`config.mk`:
```
export PLATFORM = sky130hd
export DESIGN_NAME = usb_ctrl_top
export DESIGN_NICKNAME = d
export VERILOG_FILES = /design/src/hdl/usb_ctrl_pkg.sv /design/src/hdl/setup_decoder.sv /design/src/hdl/ctrl_stage_fsm.sv /design/src/hdl/descr_in_source.sv /design/src/hdl/device_state.sv /design/src/hdl/usb_ctrl_top.sv
export VERILOG_INCLUDE_DIRS = /design/src /design/src/include
export SDC_FILE = /design/constraint.sdc
export NUM_CORES = 1
export LEC_CHECK = 0
export BUFFER_PORTS_ARGS = -buffer_cell sky130_fd_sc_hd__buf_2
export CAP_MARGIN = 20
export CORE_ASPECT_RATIO = 0.9
export CORE_MARGIN = 2
export CORE_UTILIZATION = 50
export CTS_BUF_LIST = sky130_fd_sc_hd__clkbuf_8
export CTS_CLUSTER_DIAMETER = 120
export DETAILED_ROUTE_END_ITERATION = 8
export PLACE_DENSITY = 0.64
export SYNTH_ARGS = -nofsm -noshare
export SYNTH_HDL_FRONTEND = slang
export SYNTH_SLANG_ARGS = --single-unit
```
`constraint.sdc`:
```
create_clock -name clk_i -period 9.44 [get_ports clk_i]
set_input_delay 1.888 -clock clk_i [delete_from_list [all_inputs] [get_ports clk_i]]
set_output_delay 1.888 -clock clk_i [all_outputs]
set_load 0.01 [all_outputs]
```
`src/include/usb_ctrl_settings.svh`:
```
`ifndef USB_CTRL_SETTINGS_SVH
`define USB_CTRL_SETTINGS_SVH

// device identity
`define USB_VENDOR_ID       16'h1D50
`define USB_PRODUCT_ID      16'h6130

// max packet sizes, full speed
`define USB_CTRL_MPS        8   // endpoint 0
`define USB_BULK_MPS        8   // data interface, both directions

// descriptor sizes in bytes
`define USB_DEV_DESCR_LEN   18
`define USB_CONF_DESCR_LEN  67  // config + cdc interfaces + endpoints

// byte counter must reach the longest reply
`define USB_BC_WIDTH        7

// interrupt endpoint of the comm interface
`define USB_INT_MPS         8
`define USB_INT_INTERVAL    255 // ms

`endif

```
`src/hdl/usb_ctrl_pkg.sv`:
```
`default_nettype none
`include "usb_ctrl_settings.svh"

package usb_ctrl_pkg;

  typedef enum logic [2:0] {
    ST_IDLE, ST_STALL, ST_SETUP, ST_IN_DATA, ST_OUT_DATA,
    ST_PRE_IN_STATUS, ST_IN_STATUS, ST_OUT_STATUS
  } ctrl_state_e;

  typedef enum logic [1:0] {DEV_POWERED, DEV_DEFAULT, DEV_ADDRESS, DEV_CONFIGURED} dev_state_e;

  typedef enum logic [2:0] {
    REQ_NONE, REQ_GET_STATUS, REQ_SET_ADDRESS, REQ_GET_DESCR_DEV,
    REQ_GET_DESCR_CONF, REQ_GET_CONFIG, REQ_SET_CONFIG, REQ_UNSUPPORTED
  } req_kind_e;

  // wValue as SET_ADDRESS / SET_CONFIGURATION see it
  typedef struct packed {
    logic [7:0] rsvd;  // must be zero
    logic       zero;  // address > 127 if set
    logic [6:0] addr;
  } addr_view_t;

  // wValue as GET_DESCRIPTOR sees it
  typedef struct packed {
    logic [7:0] dtype;
    logic [7:0] index;
  } descr_view_t;

  typedef union packed {
    addr_view_t  addr;
    descr_view_t descr;
  } setup_value_u;

  typedef struct packed {
    logic                     in_dir;  // device to host
    req_kind_e                kind;
    setup_value_u             value;
    logic [`USB_BC_WIDTH-1:0] length;  // wLength, saturated
  } setup_req_t;

  typedef struct packed {
    logic [7:0] data;
    logic valid;
    logic err;
    logic setup;
    logic ready;
  } sie_out_t;

  typedef struct packed {
    logic req;
    logic ready;
    logic data_ack;
  } sie_in_t;

  typedef struct packed {
    logic [7:0] data;
    logic zlp;
    logic valid;
  } in_byte_t;

endpackage

`default_nettype wire

```
`src/hdl/setup_decoder.sv`:
```
`timescale 1ns/1ps
`default_nettype none
`include "usb_ctrl_settings.svh"

module setup_decoder import usb_ctrl_pkg::*; (
  input  logic        clk_i,
  input  logic        rstn,
  input  logic        clk_gate_i,
  input  logic        bus_reset_i,
  input  sie_out_t    sie_out_i,
  input  ctrl_state_e stage_i,
  input  dev_state_e  dev_state_i,
  output setup_req_t  req_o,
  output logic        byte_ok_o
);

  localparam logic [7:0] GET_STATUS = 8'h00;  // standard bRequest codes
  localparam logic [7:0] SET_ADDRESS = 8'h05;
  localparam logic [7:0] GET_DESCRIPTOR = 8'h06;
  localparam logic [7:0] GET_CONFIGURATION = 8'h08;
  localparam logic [7:0] SET_CONFIGURATION = 8'h09;

  logic [3:0]               cnt_q;  // 9 = too many bytes
  logic [7:0]               bm_type_q, b_req_q;
  setup_value_u             w_value_q;
  logic [15:0]              w_index_q, w_length_q;
  logic                     std_ok, rec_dev, in_dir, addr_ok;
  logic [7:0]               cfg_val;
  logic [`USB_BC_WIDTH-1:0] len_sat;
  req_kind_e                kind;

  always_ff @(posedge clk_i or negedge rstn) begin
    if (!rstn) begin
      cnt_q <= '0;
    end else if (clk_gate_i) begin
      if (bus_reset_i || (sie_out_i.ready && sie_out_i.setup)) begin
        cnt_q <= '0;  // fresh setup token
      end else if (sie_out_i.ready && sie_out_i.valid && stage_i == ST_SETUP) begin
        if (cnt_q != 4'd9) cnt_q <= cnt_q + 4'd1;
      end
    end
  end

  // setup payload, written in arrival order
  always_ff @(posedge clk_i) begin
    if (clk_gate_i && sie_out_i.ready && sie_out_i.valid && stage_i == ST_SETUP) begin
      case (cnt_q)
        4'd0: bm_type_q <= sie_out_i.data;
        4'd1: b_req_q <= sie_out_i.data;
        4'd2: w_value_q.descr.index <= sie_out_i.data;  // low byte, also the address
        4'd3: w_value_q.descr.dtype <= sie_out_i.data;
        4'd4: w_index_q[7:0] <= sie_out_i.data;
        4'd5: w_index_q[15:8] <= sie_out_i.data;
        4'd6: w_length_q[7:0] <= sie_out_i.data;
        4'd7: w_length_q[15:8] <= sie_out_i.data;
        default: begin
        end
      endcase
    end
  end

  assign byte_ok_o = cnt_q == 4'd8;
  assign std_ok = bm_type_q[6:2] == 5'd0 && bm_type_q[1:0] != 2'b11;  // standard, no rsvd bits
  assign rec_dev = bm_type_q[1:0] == 2'b00;
  assign in_dir = bm_type_q[7];
  assign addr_ok = dev_state_i inside {DEV_ADDRESS, DEV_CONFIGURED};
  assign cfg_val = {w_value_q.addr.zero, w_value_q.addr.addr};  // config value in low byte
  assign len_sat = (w_length_q[15:`USB_BC_WIDTH] != '0) ? '1 : w_length_q[`USB_BC_WIDTH-1:0];

  always_comb begin
    kind = REQ_UNSUPPORTED;
    if (std_ok && w_index_q == 16'd0) begin
      case (b_req_q)
        GET_STATUS:
          if (in_dir && w_value_q == '0 && w_length_q == 16'd2 && addr_ok) kind = REQ_GET_STATUS;
        SET_ADDRESS:
          if (!in_dir && rec_dev && w_value_q.addr.rsvd == 8'd0 && !w_value_q.addr.zero &&
              w_length_q == 16'd0) kind = REQ_SET_ADDRESS;
        GET_DESCRIPTOR:
          if (in_dir && rec_dev && w_value_q.descr.index == 8'd0) begin
            if (w_value_q.descr.dtype == 8'd1) kind = REQ_GET_DESCR_DEV;
            else if (w_value_q.descr.dtype == 8'd2) kind = REQ_GET_DESCR_CONF;
          end
        GET_CONFIGURATION:
          if (in_dir && rec_dev && w_value_q == '0 && w_length_q == 16'd1 && addr_ok)
            kind = REQ_GET_CONFIG;
        SET_CONFIGURATION:
          if (!in_dir && rec_dev && w_value_q.addr.rsvd == 8'd0 && cfg_val <= 8'd1 &&
              w_length_q == 16'd0 && addr_ok) kind = REQ_SET_CONFIG;
        default: begin
        end
      endcase
    end
  end

  always_comb begin
    req_o = '0;  // kind none until a complete setup is held
    if (byte_ok_o) begin
      req_o.in_dir = in_dir;
      req_o.kind = kind;
      req_o.value = w_value_q;
      req_o.length = len_sat;
    end
  end

endmodule

`default_nettype wire

```
`src/hdl/ctrl_stage_fsm.sv`:
```
`timescale 1ns/1ps
`default_nettype none
`include "usb_ctrl_settings.svh"

module ctrl_stage_fsm import usb_ctrl_pkg::*; (
  input  logic                     clk_i,
  input  logic                     rstn,
  input  logic                     clk_gate_i,
  input  logic                     bus_reset_i,
  input  sie_out_t                 sie_out_i,
  input  sie_in_t                  sie_in_i,
  input  setup_req_t               req_i,
  input  logic                     byte_ok_i,
  input  logic                     in_last_i,
  output ctrl_state_e              stage_o,
  output logic [`USB_BC_WIDTH-1:0] byte_cnt_o,
  output logic                     status_ack_o,
  output logic                     stall_o
);

  ctrl_state_e              stage_q, stage_d;
  logic [`USB_BC_WIDTH-1:0] cnt_q, cnt_d;
  logic                     strobe, proto_err, done;

  assign strobe = clk_gate_i & (sie_in_i.ready | sie_out_i.ready);

  // tokens the host must not send in this stage
  always_comb begin
    proto_err = 1'b0;
    if (sie_in_i.ready) begin
      case (stage_q)
        ST_SETUP: proto_err = 1'b1;
        ST_OUT_DATA, ST_PRE_IN_STATUS: proto_err = !sie_in_i.req;
        ST_IN_STATUS: proto_err = !sie_in_i.data_ack;  // only the ack of our zlp
        ST_OUT_STATUS: proto_err = !sie_in_i.req && !sie_in_i.data_ack;
        default: begin
        end
      endcase
    end
    if (sie_out_i.ready) begin
      case (stage_q)
        ST_IN_DATA, ST_PRE_IN_STATUS, ST_IN_STATUS: proto_err = 1'b1;
        ST_OUT_STATUS: if (sie_out_i.valid) proto_err = 1'b1;  // status must be empty
        default: begin
        end
      endcase
    end
  end

  always_comb begin
    stage_d = stage_q;
    cnt_d = '0;  // counter only lives in the data stage
    done = 1'b0;
    if (sie_out_i.ready && sie_out_i.err) begin
      if (stage_q != ST_STALL) stage_d = ST_IDLE;
    end else if (sie_out_i.ready && sie_out_i.setup) begin
      stage_d = ST_SETUP;  // clears stall too
    end else if (proto_err) begin
      stage_d = ST_STALL;
    end else begin
      case (stage_q)
        ST_SETUP:
          if (sie_out_i.ready && !sie_out_i.valid) begin  // eop of setup packet
            if (!byte_ok_i || req_i.kind == REQ_UNSUPPORTED) stage_d = ST_STALL;
            else if (req_i.in_dir) stage_d = ST_IN_DATA;
            else if (req_i.length == '0) stage_d = ST_PRE_IN_STATUS;
            else stage_d = ST_OUT_DATA;
          end
        ST_IN_DATA: begin
          cnt_d = cnt_q;
          if (in_last_i) begin
            if (sie_in_i.data_ack) stage_d = ST_OUT_STATUS;
            else if (!sie_in_i.req) stage_d = ST_STALL;  // byte wanted, none left
          end else if (!sie_in_i.req && !sie_in_i.data_ack) begin
            cnt_d = cnt_q + 1'b1;  // byte taken
          end
        end
        ST_OUT_DATA, ST_PRE_IN_STATUS: if (sie_in_i.ready) stage_d = ST_IN_STATUS;
        ST_IN_STATUS:
          if (sie_in_i.ready) begin
            stage_d = ST_IDLE;
            done = 1'b1;
          end
        ST_OUT_STATUS: if (sie_out_i.ready) stage_d = ST_IDLE;  // empty out packet ended
        default: begin
        end
      endcase
    end
  end

  always_ff @(posedge clk_i or negedge rstn) begin
    if (!rstn) begin
      stage_q <= ST_IDLE;
      cnt_q <= '0;
    end else if (clk_gate_i) begin
      if (bus_reset_i) begin
        stage_q <= ST_IDLE;
        cnt_q <= '0;
      end else if (strobe) begin
        stage_q <= stage_d;
        cnt_q <= cnt_d;
      end
    end
  end

  assign stage_o = stage_q;
  assign byte_cnt_o = cnt_q;
  assign stall_o = stage_q == ST_STALL;
  assign status_ack_o = strobe & ~bus_reset_i & done;

endmodule

`default_nettype wire

```
`src/hdl/descr_in_source.sv`:
```
`timescale 1ns/1ps
`default_nettype none
`include "usb_ctrl_settings.svh"

module descr_in_source import usb_ctrl_pkg::*; (
  input  ctrl_state_e              stage_i,
  input  logic [`USB_BC_WIDTH-1:0] byte_cnt_i,
  input  setup_req_t               req_i,
  input  dev_state_e               dev_state_i,
  output in_byte_t                 in_byte_o,
  output logic                     in_last_o
);

  localparam logic [15:0] VID = `USB_VENDOR_ID;
  localparam logic [15:0] PID = `USB_PRODUCT_ID;
  localparam logic [15:0] CONF_LEN = 16'(`USB_CONF_DESCR_LEN);
  localparam logic [7:0]  DEV_LEN = 8'(`USB_DEV_DESCR_LEN);
  localparam logic [7:0]  CTRL_MPS = 8'(`USB_CTRL_MPS);
  localparam logic [7:0]  BULK_MPS = 8'(`USB_BULK_MPS);
  localparam logic [7:0]  INT_MPS = 8'(`USB_INT_MPS);
  localparam logic [7:0]  INT_IVAL = 8'(`USB_INT_INTERVAL);
  localparam int          DEV_AW = $clog2(`USB_DEV_DESCR_LEN);
  localparam int          CONF_AW = $clog2(`USB_CONF_DESCR_LEN);

  // class 02, usb 2.00, bcdDevice 1.10, no strings, one config
  localparam logic [7:0] DEV_DESCR [`USB_DEV_DESCR_LEN] = '{
    DEV_LEN, 8'h01, 8'h00, 8'h02, 8'h02, 8'h00, 8'h00, CTRL_MPS,
    VID[7:0], VID[15:8], PID[7:0], PID[15:8], 8'h10, 8'h01, 8'h00, 8'h00, 8'h00, 8'h01
  };

  localparam logic [7:0] CONF_DESCR [`USB_CONF_DESCR_LEN] = '{
    8'h09, 8'h02, CONF_LEN[7:0], CONF_LEN[15:8], 8'h02, 8'h01, 8'h00, 8'h80, 8'h32,  // config
    8'h09, 8'h04, 8'h00, 8'h00, 8'h01, 8'h02, 8'h02, 8'h01, 8'h00,  // comm iface, acm
    8'h05, 8'h24, 8'h00, 8'h10, 8'h01,         // cdc header 1.10
    8'h05, 8'h24, 8'h01, 8'h00, 8'h01,         // call management
    8'h04, 8'h24, 8'h02, 8'h00,                // acm functional
    8'h05, 8'h24, 8'h06, 8'h00, 8'h01,         // union, master 0 slave 1
    8'h07, 8'h05, 8'h82, 8'h03, INT_MPS, 8'h00, INT_IVAL,  // ep2 in, interrupt
    8'h09, 8'h04, 8'h01, 8'h00, 8'h02, 8'h0A, 8'h00, 8'h00, 8'h00,  // data iface
    8'h07, 8'h05, 8'h01, 8'h02, BULK_MPS, 8'h00, 8'h00,  // ep1 out, bulk
    8'h07, 8'h05, 8'h81, 8'h02, BULK_MPS, 8'h00, 8'h00   // ep1 in, bulk
  };

  logic [`USB_BC_WIDTH-1:0] reply_len, limit;
  logic [7:0]               reply_data;

  always_comb begin
    reply_len = '0;
    reply_data = 8'h00;  // get_status: bus powered, no wakeup
    case (req_i.kind)
      REQ_GET_DESCR_DEV: begin
        reply_len = `USB_BC_WIDTH'(`USB_DEV_DESCR_LEN);
        reply_data = DEV_DESCR[byte_cnt_i[DEV_AW-1:0]];
      end
      REQ_GET_DESCR_CONF: begin
        reply_len = `USB_BC_WIDTH'(`USB_CONF_DESCR_LEN);
        reply_data = CONF_DESCR[byte_cnt_i[CONF_AW-1:0]];
      end
      REQ_GET_CONFIG: begin
        reply_len = `USB_BC_WIDTH'(1);
        reply_data = {7'd0, dev_state_i == DEV_CONFIGURED};
      end
      REQ_GET_STATUS: reply_len = `USB_BC_WIDTH'(2);
      default: begin
      end
    endcase
  end

  assign limit = (req_i.length < reply_len) ? req_i.length : reply_len;  // short host read
  assign in_last_o = byte_cnt_i >= limit;

  always_comb begin
    in_byte_o = '0;
    if (stage_i == ST_IN_DATA && !in_last_o) begin
      in_byte_o.valid = 1'b1;
      in_byte_o.data = reply_data;
    end else if (stage_i == ST_IN_STATUS) begin
      in_byte_o.valid = 1'b1;  // empty status packet
      in_byte_o.zlp = 1'b1;
    end
  end

endmodule

`default_nettype wire

```
`src/hdl/device_state.sv`:
```
`timescale 1ns/1ps
`default_nettype none

module device_state import usb_ctrl_pkg::*; (
  input  logic       clk_i,
  input  logic       rstn,
  input  logic       clk_gate_i,
  input  logic       bus_reset_i,
  input  setup_req_t req_i,
  input  logic       status_ack_i,
  output dev_state_e dev_state_o,
  output logic [6:0] addr_o,
  output logic       usb_en_o,
  output logic       configured_o
);

  dev_state_e state_q;
  logic [6:0] addr_q;  // committed address, sie matches tokens on it

  always_ff @(posedge clk_i or negedge rstn) begin
    if (!rstn) begin
      state_q <= DEV_POWERED;  // until the first bus reset
      addr_q <= 7'd0;
    end else if (clk_gate_i) begin
      if (bus_reset_i) begin
        state_q <= DEV_DEFAULT;
        addr_q <= 7'd0;
      end else if (status_ack_i) begin
        // requests commit only after their status stage
        case (req_i.kind)
          REQ_SET_ADDRESS: begin
            addr_q <= req_i.value.addr.addr;
            state_q <= (req_i.value.addr.addr == 7'd0) ? DEV_DEFAULT : DEV_ADDRESS;
          end
          REQ_SET_CONFIG: state_q <= req_i.value.addr.addr[0] ? DEV_CONFIGURED : DEV_ADDRESS;
          default: begin
          end
        endcase
      end
    end
  end

  assign dev_state_o = state_q;
  assign addr_o = addr_q;
  assign usb_en_o = state_q != DEV_POWERED;  // pull-up enable
  assign configured_o = state_q == DEV_CONFIGURED;

endmodule

`default_nettype wire

```
`src/hdl/usb_ctrl_top.sv`:
```
`timescale 1ns/1ps
`default_nettype none
`include "usb_ctrl_settings.svh"

// endpoint 0 of a single port cdc-acm device
module usb_ctrl_top import usb_ctrl_pkg::*; (
  input  logic       clk_i,
  input  logic       rstn,
  input  logic       clk_gate_i,    // one clk_i per bit time
  input  logic       bus_reset_i,
  input  sie_out_t   sie_out_i,
  input  sie_in_t    sie_in_i,
  output in_byte_t   in_byte_o,
  output logic       stall_o,
  output logic       usb_en_o,
  output logic       configured_o,
  output logic [6:0] addr_o
);

  setup_req_t               req;
  ctrl_state_e              stage;
  dev_state_e               dev_state;
  logic [`USB_BC_WIDTH-1:0] byte_cnt;
  logic                     byte_ok;     // exactly 8 setup bytes seen
  logic                     in_last;     // reply exhausted
  logic                     status_ack;  // zlp of status stage taken

  setup_decoder u_setup_decoder (
    .clk_i, .rstn, .clk_gate_i, .bus_reset_i, .sie_out_i,
    .stage_i(stage), .dev_state_i(dev_state), .req_o(req), .byte_ok_o(byte_ok)
  );

  ctrl_stage_fsm u_ctrl_stage_fsm (
    .clk_i, .rstn, .clk_gate_i, .bus_reset_i, .sie_out_i, .sie_in_i,
    .req_i(req), .byte_ok_i(byte_ok), .in_last_i(in_last),
    .stage_o(stage), .byte_cnt_o(byte_cnt), .status_ack_o(status_ack), .stall_o
  );

  descr_in_source u_descr_in_source (
    .stage_i(stage), .byte_cnt_i(byte_cnt), .req_i(req), .dev_state_i(dev_state),
    .in_byte_o, .in_last_o(in_last)
  );

  device_state u_device_state (
    .clk_i, .rstn, .clk_gate_i, .bus_reset_i, .req_i(req), .status_ack_i(status_ack),
    .dev_state_o(dev_state), .addr_o, .usb_en_o, .configured_o
  );

endmodule

`default_nettype wire

```
==> results <==
- The detailed-routing iteration count for the pre-antenna-repair pass is 4.
- In this run, synthesis inferred 64 flip-flops with an integrated enable.
- Counting every net in the synthesized netlist gives 548.
- The highest attainable clock frequency is 0.114 GHz.
- The switching power is approximately 0.17 mW.
- The final HPWL from detailed placement is about 8800 um.
- The overall overflow remaining after global route is 0.
- At the pin with the least slew margin, the transition time is between 900 and 1000 ps.
- The later pin in the worst-skew pair is clocked with a latency of 360 ps.
- Relative to the synthesized area, the layout overhead comes to 9.24%.
- The initial core utilization is between 50% and 60%.
- The maximum fanout count along the critical path is 10.
- The vias per cell is 6.11.
- The net switching fraction of the power is around 25%.
- The critical setup path kind is register to primary output.
- Summed over all layers, the routed wires come to between 10,000 and 15,000 um.
- The flop and latch count out of synthesis is 87.
- Traced cell by cell, the critical path runs through or4_4 -> nor4_4 -> a41oi_1 -> nor4b_1 -> nand3_1 -> or3b_2 -> a21oi_1 -> inv_1 -> ha_1 -> a211oi_1 -> o21ai_0 -> nor4_1 -> a311oi_2 -> nand2_1 -> o21ai_0 -> ha_1 -> nand2b_1 -> a21o_1 -> a21o_1 -> a211o_1 -> a211oi_2 -> o21ai_2 -> a21oi_1 -> buf_2.
- The number of failing hold endpoints at the final stage is 0.
- The first-pass GRT wire length is approximately 20,000 um.
- The antenna violation net count after detailed routing is 0.
- The logic gate share of total power is 4.5%.
- Buffers placed on the I/O ports in this run total 38.
- The delay of the slowest critical-path stage is 590 ps.
- Across the run, the number of max-cap violations was 0.
- The maximum vdd drop is between 90 and 100 uV.
- The count of endpoints failing setup in the final report is 0.
- Routability-driven placement finished with a final weighted congestion of 0.938.
- Clock skew on the completed layout was measured at ~19 ps.
- The TritonCTS sink count is 87.
- The via count of the first global-routing pass was 3,741.
- Summed over all cells, the static leakage comes to 2.01 nW.
- The capturing element type of the critical path is a primary output.
- The full die area is between 0.01 and 0.015 mm^2.
- The post-placement worst setup slack is between 900 and 1000 ps.
- CTS built an H-tree with a depth of 3.
- The final critical-path share of the clock period is around 93%.
- The family with the most delay on the worst path is simple AND/OR/NAND/NOR gates.
- For the worst setup path, the data arrival time is ~7000 ps.
- The maximum number of pins on one net before global-route repair is 32.
- The synthesized cell area is between 0.005 and 0.006 mm^2.
- In this run the deepest clock path goes through 2 buffers.
- Setup repair after global routing left no endpoint under its margin.
- The average wire per cell in the routed design is 18.4 um.
- The number of synthesis warnings is 0.
- The number of distinct library cells after synthesis is 72.
- The number of antenna violations at the first check in global routing is 0.
- The total internal power is between 0.5 and 0.6 mW.
- The worst hold margin is between 400 and 500 ps.
- Dividing total power by cell area gives a power density of 125 mW/mm^2.
- STA classifies the critical path startpoint as a register.
- Counting I/O delays and the setup requirement, the final critical path takes 8810 ps.
- The largest individual stage delay along the critical path comes from the cell sky130_fd_sc_hd__or4_4.
- In this run the tightest slew margin relative to its limit is a little over a third.
- Counting both buffers and inverters, the worst setup path holds a total of 2.
- Summing over every cut layer, the via total after detailed routing is 4,070.
- The cell sitting at the root of the clock tree is a sky130_fd_sc_hd__clkbuf_8.
- Of the total power, the clock network draws approximately 36%.
- Synthesis produced a netlist whose cell count is between 500 and 600.
- The fraction of registers with async set or reset after synthesis is between 20% and 30%.
- The clock tree from TritonCTS is yes.
- The TritonCTS buffer count is 9.
- The clock transition time at the flip-flop clock pins of the worst setup and hold paths is ~100 ps.
- The combined global-route utilization of all metal layers is 23.2%.
- The flow ran to the end, and the final reports show no timing, DRC or antenna violations.
- The region available for standard cell placement spans 0.00978 mm^2.
- For this run, the post-layout net count is 576.
- The horizontal die dimension is 111 um.
- The finished layout holds 666 standard cells, fillers aside.
- The final routed DRC violation total is 0.
- The share of power burned in registers is 59.6%.
- Once placement finished, the instance area stood at between 0.005 and 0.006 mm^2.
- The final worst-path setup slack is ~630 ps.
- The post-placement cell count is between 600 and 700.
- The repair_antennas step left the layout with diodes totalling 0.
- For the worst setup path, the data required time is 7550 ps.
- The number of top-level pins is 39.
- After routing, the total negative slack on setup checks comes to 0 ps.
- The class of the worst hold path is register to register.
- The predominant post-synthesis flop cell is sky130_fd_sc_hd__edfxtp_1.
- The share of the Yosys chip area taken by registers is just under 50%.
- The share of cells above drive strength 1 is 15.4%.
- The die is around 100 um tall.
- The number of hold buffers added after CTS was 0.
- After the first detailed-routing iteration, the DRC count stood at 328.
- Once layout is done, the placed cells without fillers occupy around 0.0056 mm^2.
- The floorplan has 34 rows.
- The count of final max-slew check failures is 0.
- Averaged over all synthesized cells, the footprint is 10.1 um^2.
[layer usage]
metal  vias to the layer above  part of all wire [%]  global-route usage (%)
li1                       1958                     -                       -
met1                      1937                    50                    36.9
met2                       167                    42                    33.4
met3                         8                   7.2                    3.20
met4                         0                  0.98                    6.15
met5                         -                     0                       0
[logic make-up (layout without fill, tap and decap cells)]
kind of cell,count (synthesis),count (layout),share of synthesized area (%)
fa+ha+maj,22,22,5.39
compound gates,127,127,16.2
buf+inv,46,79,3.48
flops,87,87,48.9
mux,10,10,2.25
simple gates,209,209,22.7
xor+xnor,6,6,1.03
[cell usage after synthesis, types with 3 or more instances]
library cell               count  area (um^2)
sky130_fd_sc_hd__edfxtp_1     64         1920
sky130_fd_sc_hd__nand4_1      12         75.1
sky130_fd_sc_hd__a21oi_1      36          180
sky130_fd_sc_hd__a22oi_1       4         30.0
sky130_fd_sc_hd__a211oi_1      7         52.6
sky130_fd_sc_hd__inv_1        20         75.1
sky130_fd_sc_hd__dfrtp_1      23          576
sky130_fd_sc_hd__nor2_1       52          195
sky130_fd_sc_hd__nand2b_1      7         43.8
sky130_fd_sc_hd__o31a_1        3         26.3
sky130_fd_sc_hd__nor4_4        3         63.8
sky130_fd_sc_hd__o21ai_0      32          160
sky130_fd_sc_hd__and2_1       10         62.6
sky130_fd_sc_hd__mux2i_1       7         70.1
sky130_fd_sc_hd__ha_1         22          275
sky130_fd_sc_hd__nor3_1       18         90.1
sky130_fd_sc_hd__or2_2         5         31.3
sky130_fd_sc_hd__nand3_1      11         55.1
sky130_fd_sc_hd__or3_1         3         18.8
sky130_fd_sc_hd__nor4_1       10         62.6
sky130_fd_sc_hd__nand2_1      45          169
sky130_fd_sc_hd__xor2_1        5         43.8
sky130_fd_sc_hd__a31oi_1       3         18.8
sky130_fd_sc_hd__and3_1        3         18.8
sky130_fd_sc_hd__nor2b_1       5         31.3
sky130_fd_sc_hd__clkbuf_1     20         75.1
sky130_fd_sc_hd__o31ai_1       5         37.5
sky130_fd_sc_hd__a211o_1       3         26.3
sky130_fd_sc_hd__nor3b_1       4         30.0
sky130_fd_sc_hd__a21o_1        4         30.0
sky130_fd_sc_hd__or4_4         4         45.0
[repair_timing]
action / CTS / global route
buffers inserted: 0 / 0
resized for setup: 0 / 1
endpoints found under the setup margin: 0 / 6
[final timing paths]
path                                         startpoint                        endpoint  slack (ps)  cells after the start
max reg2reg                u_setup_decoder.w_value_q[3]  u_ctrl_stage_fsm.byte_cnt_o[3]        2710                     25
min reg2reg                    u_device_state.addr_o[0]        u_device_state.addr_o[0]         500                      2
max in group asynchronous                          rstn        u_device_state.addr_o[4]        7560                      1
min                            u_device_state.addr_o[0]        u_device_state.addr_o[0]         500                      2
min in group asynchronous                          rstn     u_ctrl_stage_fsm.stage_o[0]        1500                      1
max                        u_setup_decoder.w_value_q[3]                    in_byte_o[5]         630                     24
[cell usage in the layout, fill, tap and decap left out, types with 4 or more instances in the layout]
| cell | n |
|---|---|
| sky130_fd_sc_hd__a21o_1 | 4 |
| sky130_fd_sc_hd__mux2i_1 | 7 |
| sky130_fd_sc_hd__buf_2 | 38 |
| sky130_fd_sc_hd__nor3b_1 | 4 |
| sky130_fd_sc_hd__nor2b_1 | 5 |
| sky130_fd_sc_hd__dfrtp_1 | 23 |
| sky130_fd_sc_hd__nand4_1 | 12 |
| sky130_fd_sc_hd__nand2b_1 | 7 |
| sky130_fd_sc_hd__clkbuf_8 | 9 |
| sky130_fd_sc_hd__xor2_1 | 5 |
| sky130_fd_sc_hd__a22oi_1 | 4 |
| sky130_fd_sc_hd__nand2_1 | 45 |
| sky130_fd_sc_hd__nor3_1 | 18 |
| sky130_fd_sc_hd__ha_1 | 22 |
| sky130_fd_sc_hd__o21ai_0 | 32 |
| sky130_fd_sc_hd__and2_1 | 10 |
| sky130_fd_sc_hd__edfxtp_1 | 64 |
| sky130_fd_sc_hd__or4_4 | 4 |
| sky130_fd_sc_hd__nor4_1 | 10 |
| sky130_fd_sc_hd__o31ai_1 | 5 |
| sky130_fd_sc_hd__a21oi_1 | 36 |
| sky130_fd_sc_hd__nor2_1 | 52 |
| sky130_fd_sc_hd__or2_2 | 5 |
| sky130_fd_sc_hd__inv_1 | 20 |
| sky130_fd_sc_hd__nand3_1 | 11 |
| sky130_fd_sc_hd__a211oi_1 | 6 |
[per-stage QoR]
step           total power [mW]  util (%)
2_1_floorplan             0.439         -
3_3_place_gp              0.455      54.9
3_5_place_dp              0.455      54.9
4_1_cts                   0.703      56.9
5_1_grt                   0.721      57.0
6_report                  0.698      57.0
[sequential cells by signal (all words and copies together) (netlist names)]
name,count
u_setup_decoder.w_index_q,16
u_setup_decoder.w_length_q,16
u_setup_decoder.w_value_q,16
u_setup_decoder.b_req_q,8
u_setup_decoder.bm_type_q,8
u_ctrl_stage_fsm.byte_cnt_o,7
u_device_state.addr_o,7
u_setup_decoder.cnt_q,4
u_ctrl_stage_fsm.stage_o,3
u_device_state.dev_state_o,2
[area by class of cell]
type / count / area (um^2)
well taps: 126 / 158
clock inverters: 7 / 71.3
flip-flops and latches: 87 / 2500
inverters: 23 / 86.3
clock buffers: 9 / 124
fillers: 871 / 4210
repair buffers: 40 / 205
multi-input cells: 374 / 2430
[power groups by stage]
stage	combinational, mW	sequential, mW	clock (mW)
5_1_grt	0.0347	0.416	0.270
3_3_place_gp	0.0309	0.424	0
4_1_cts	0.0312	0.416	0.256
6_report	0.0311	0.416	0.251
2_1_floorplan	0.0168	0.422	0
3_5_place_dp	0.0312	0.424	0
[worst register-to-register path, cell delays in order (launching register included)]
cell and delay, ps:
sky130_fd_sc_hd__edfxtp_1 420, sky130_fd_sc_hd__or4_4 590, sky130_fd_sc_hd__nor4_4 300, sky130_fd_sc_hd__a41oi_1 180, sky130_fd_sc_hd__nor4b_1 550, sky130_fd_sc_hd__nand3_1 340, sky130_fd_sc_hd__or3b_2 530, sky130_fd_sc_hd__a21oi_1 220
sky130_fd_sc_hd__inv_1 80, sky130_fd_sc_hd__ha_1 180, sky130_fd_sc_hd__a211oi_1 210, sky130_fd_sc_hd__o21ai_0 150, sky130_fd_sc_hd__nor4_1 260, sky130_fd_sc_hd__a311oi_2 260, sky130_fd_sc_hd__nand2_1 130, sky130_fd_sc_hd__o21ai_0 90
sky130_fd_sc_hd__ha_1 290, sky130_fd_sc_hd__nand2b_1 140, sky130_fd_sc_hd__a21o_1 170, sky130_fd_sc_hd__a21o_1 170, sky130_fd_sc_hd__a211o_1 330, sky130_fd_sc_hd__a2111oi_1 390, sky130_fd_sc_hd__buf_4 240, sky130_fd_sc_hd__nand4_1 120
sky130_fd_sc_hd__xnor2_1 200, sky130_fd_sc_hd__nor2_1 60
(Power assumes the default switching activity.)
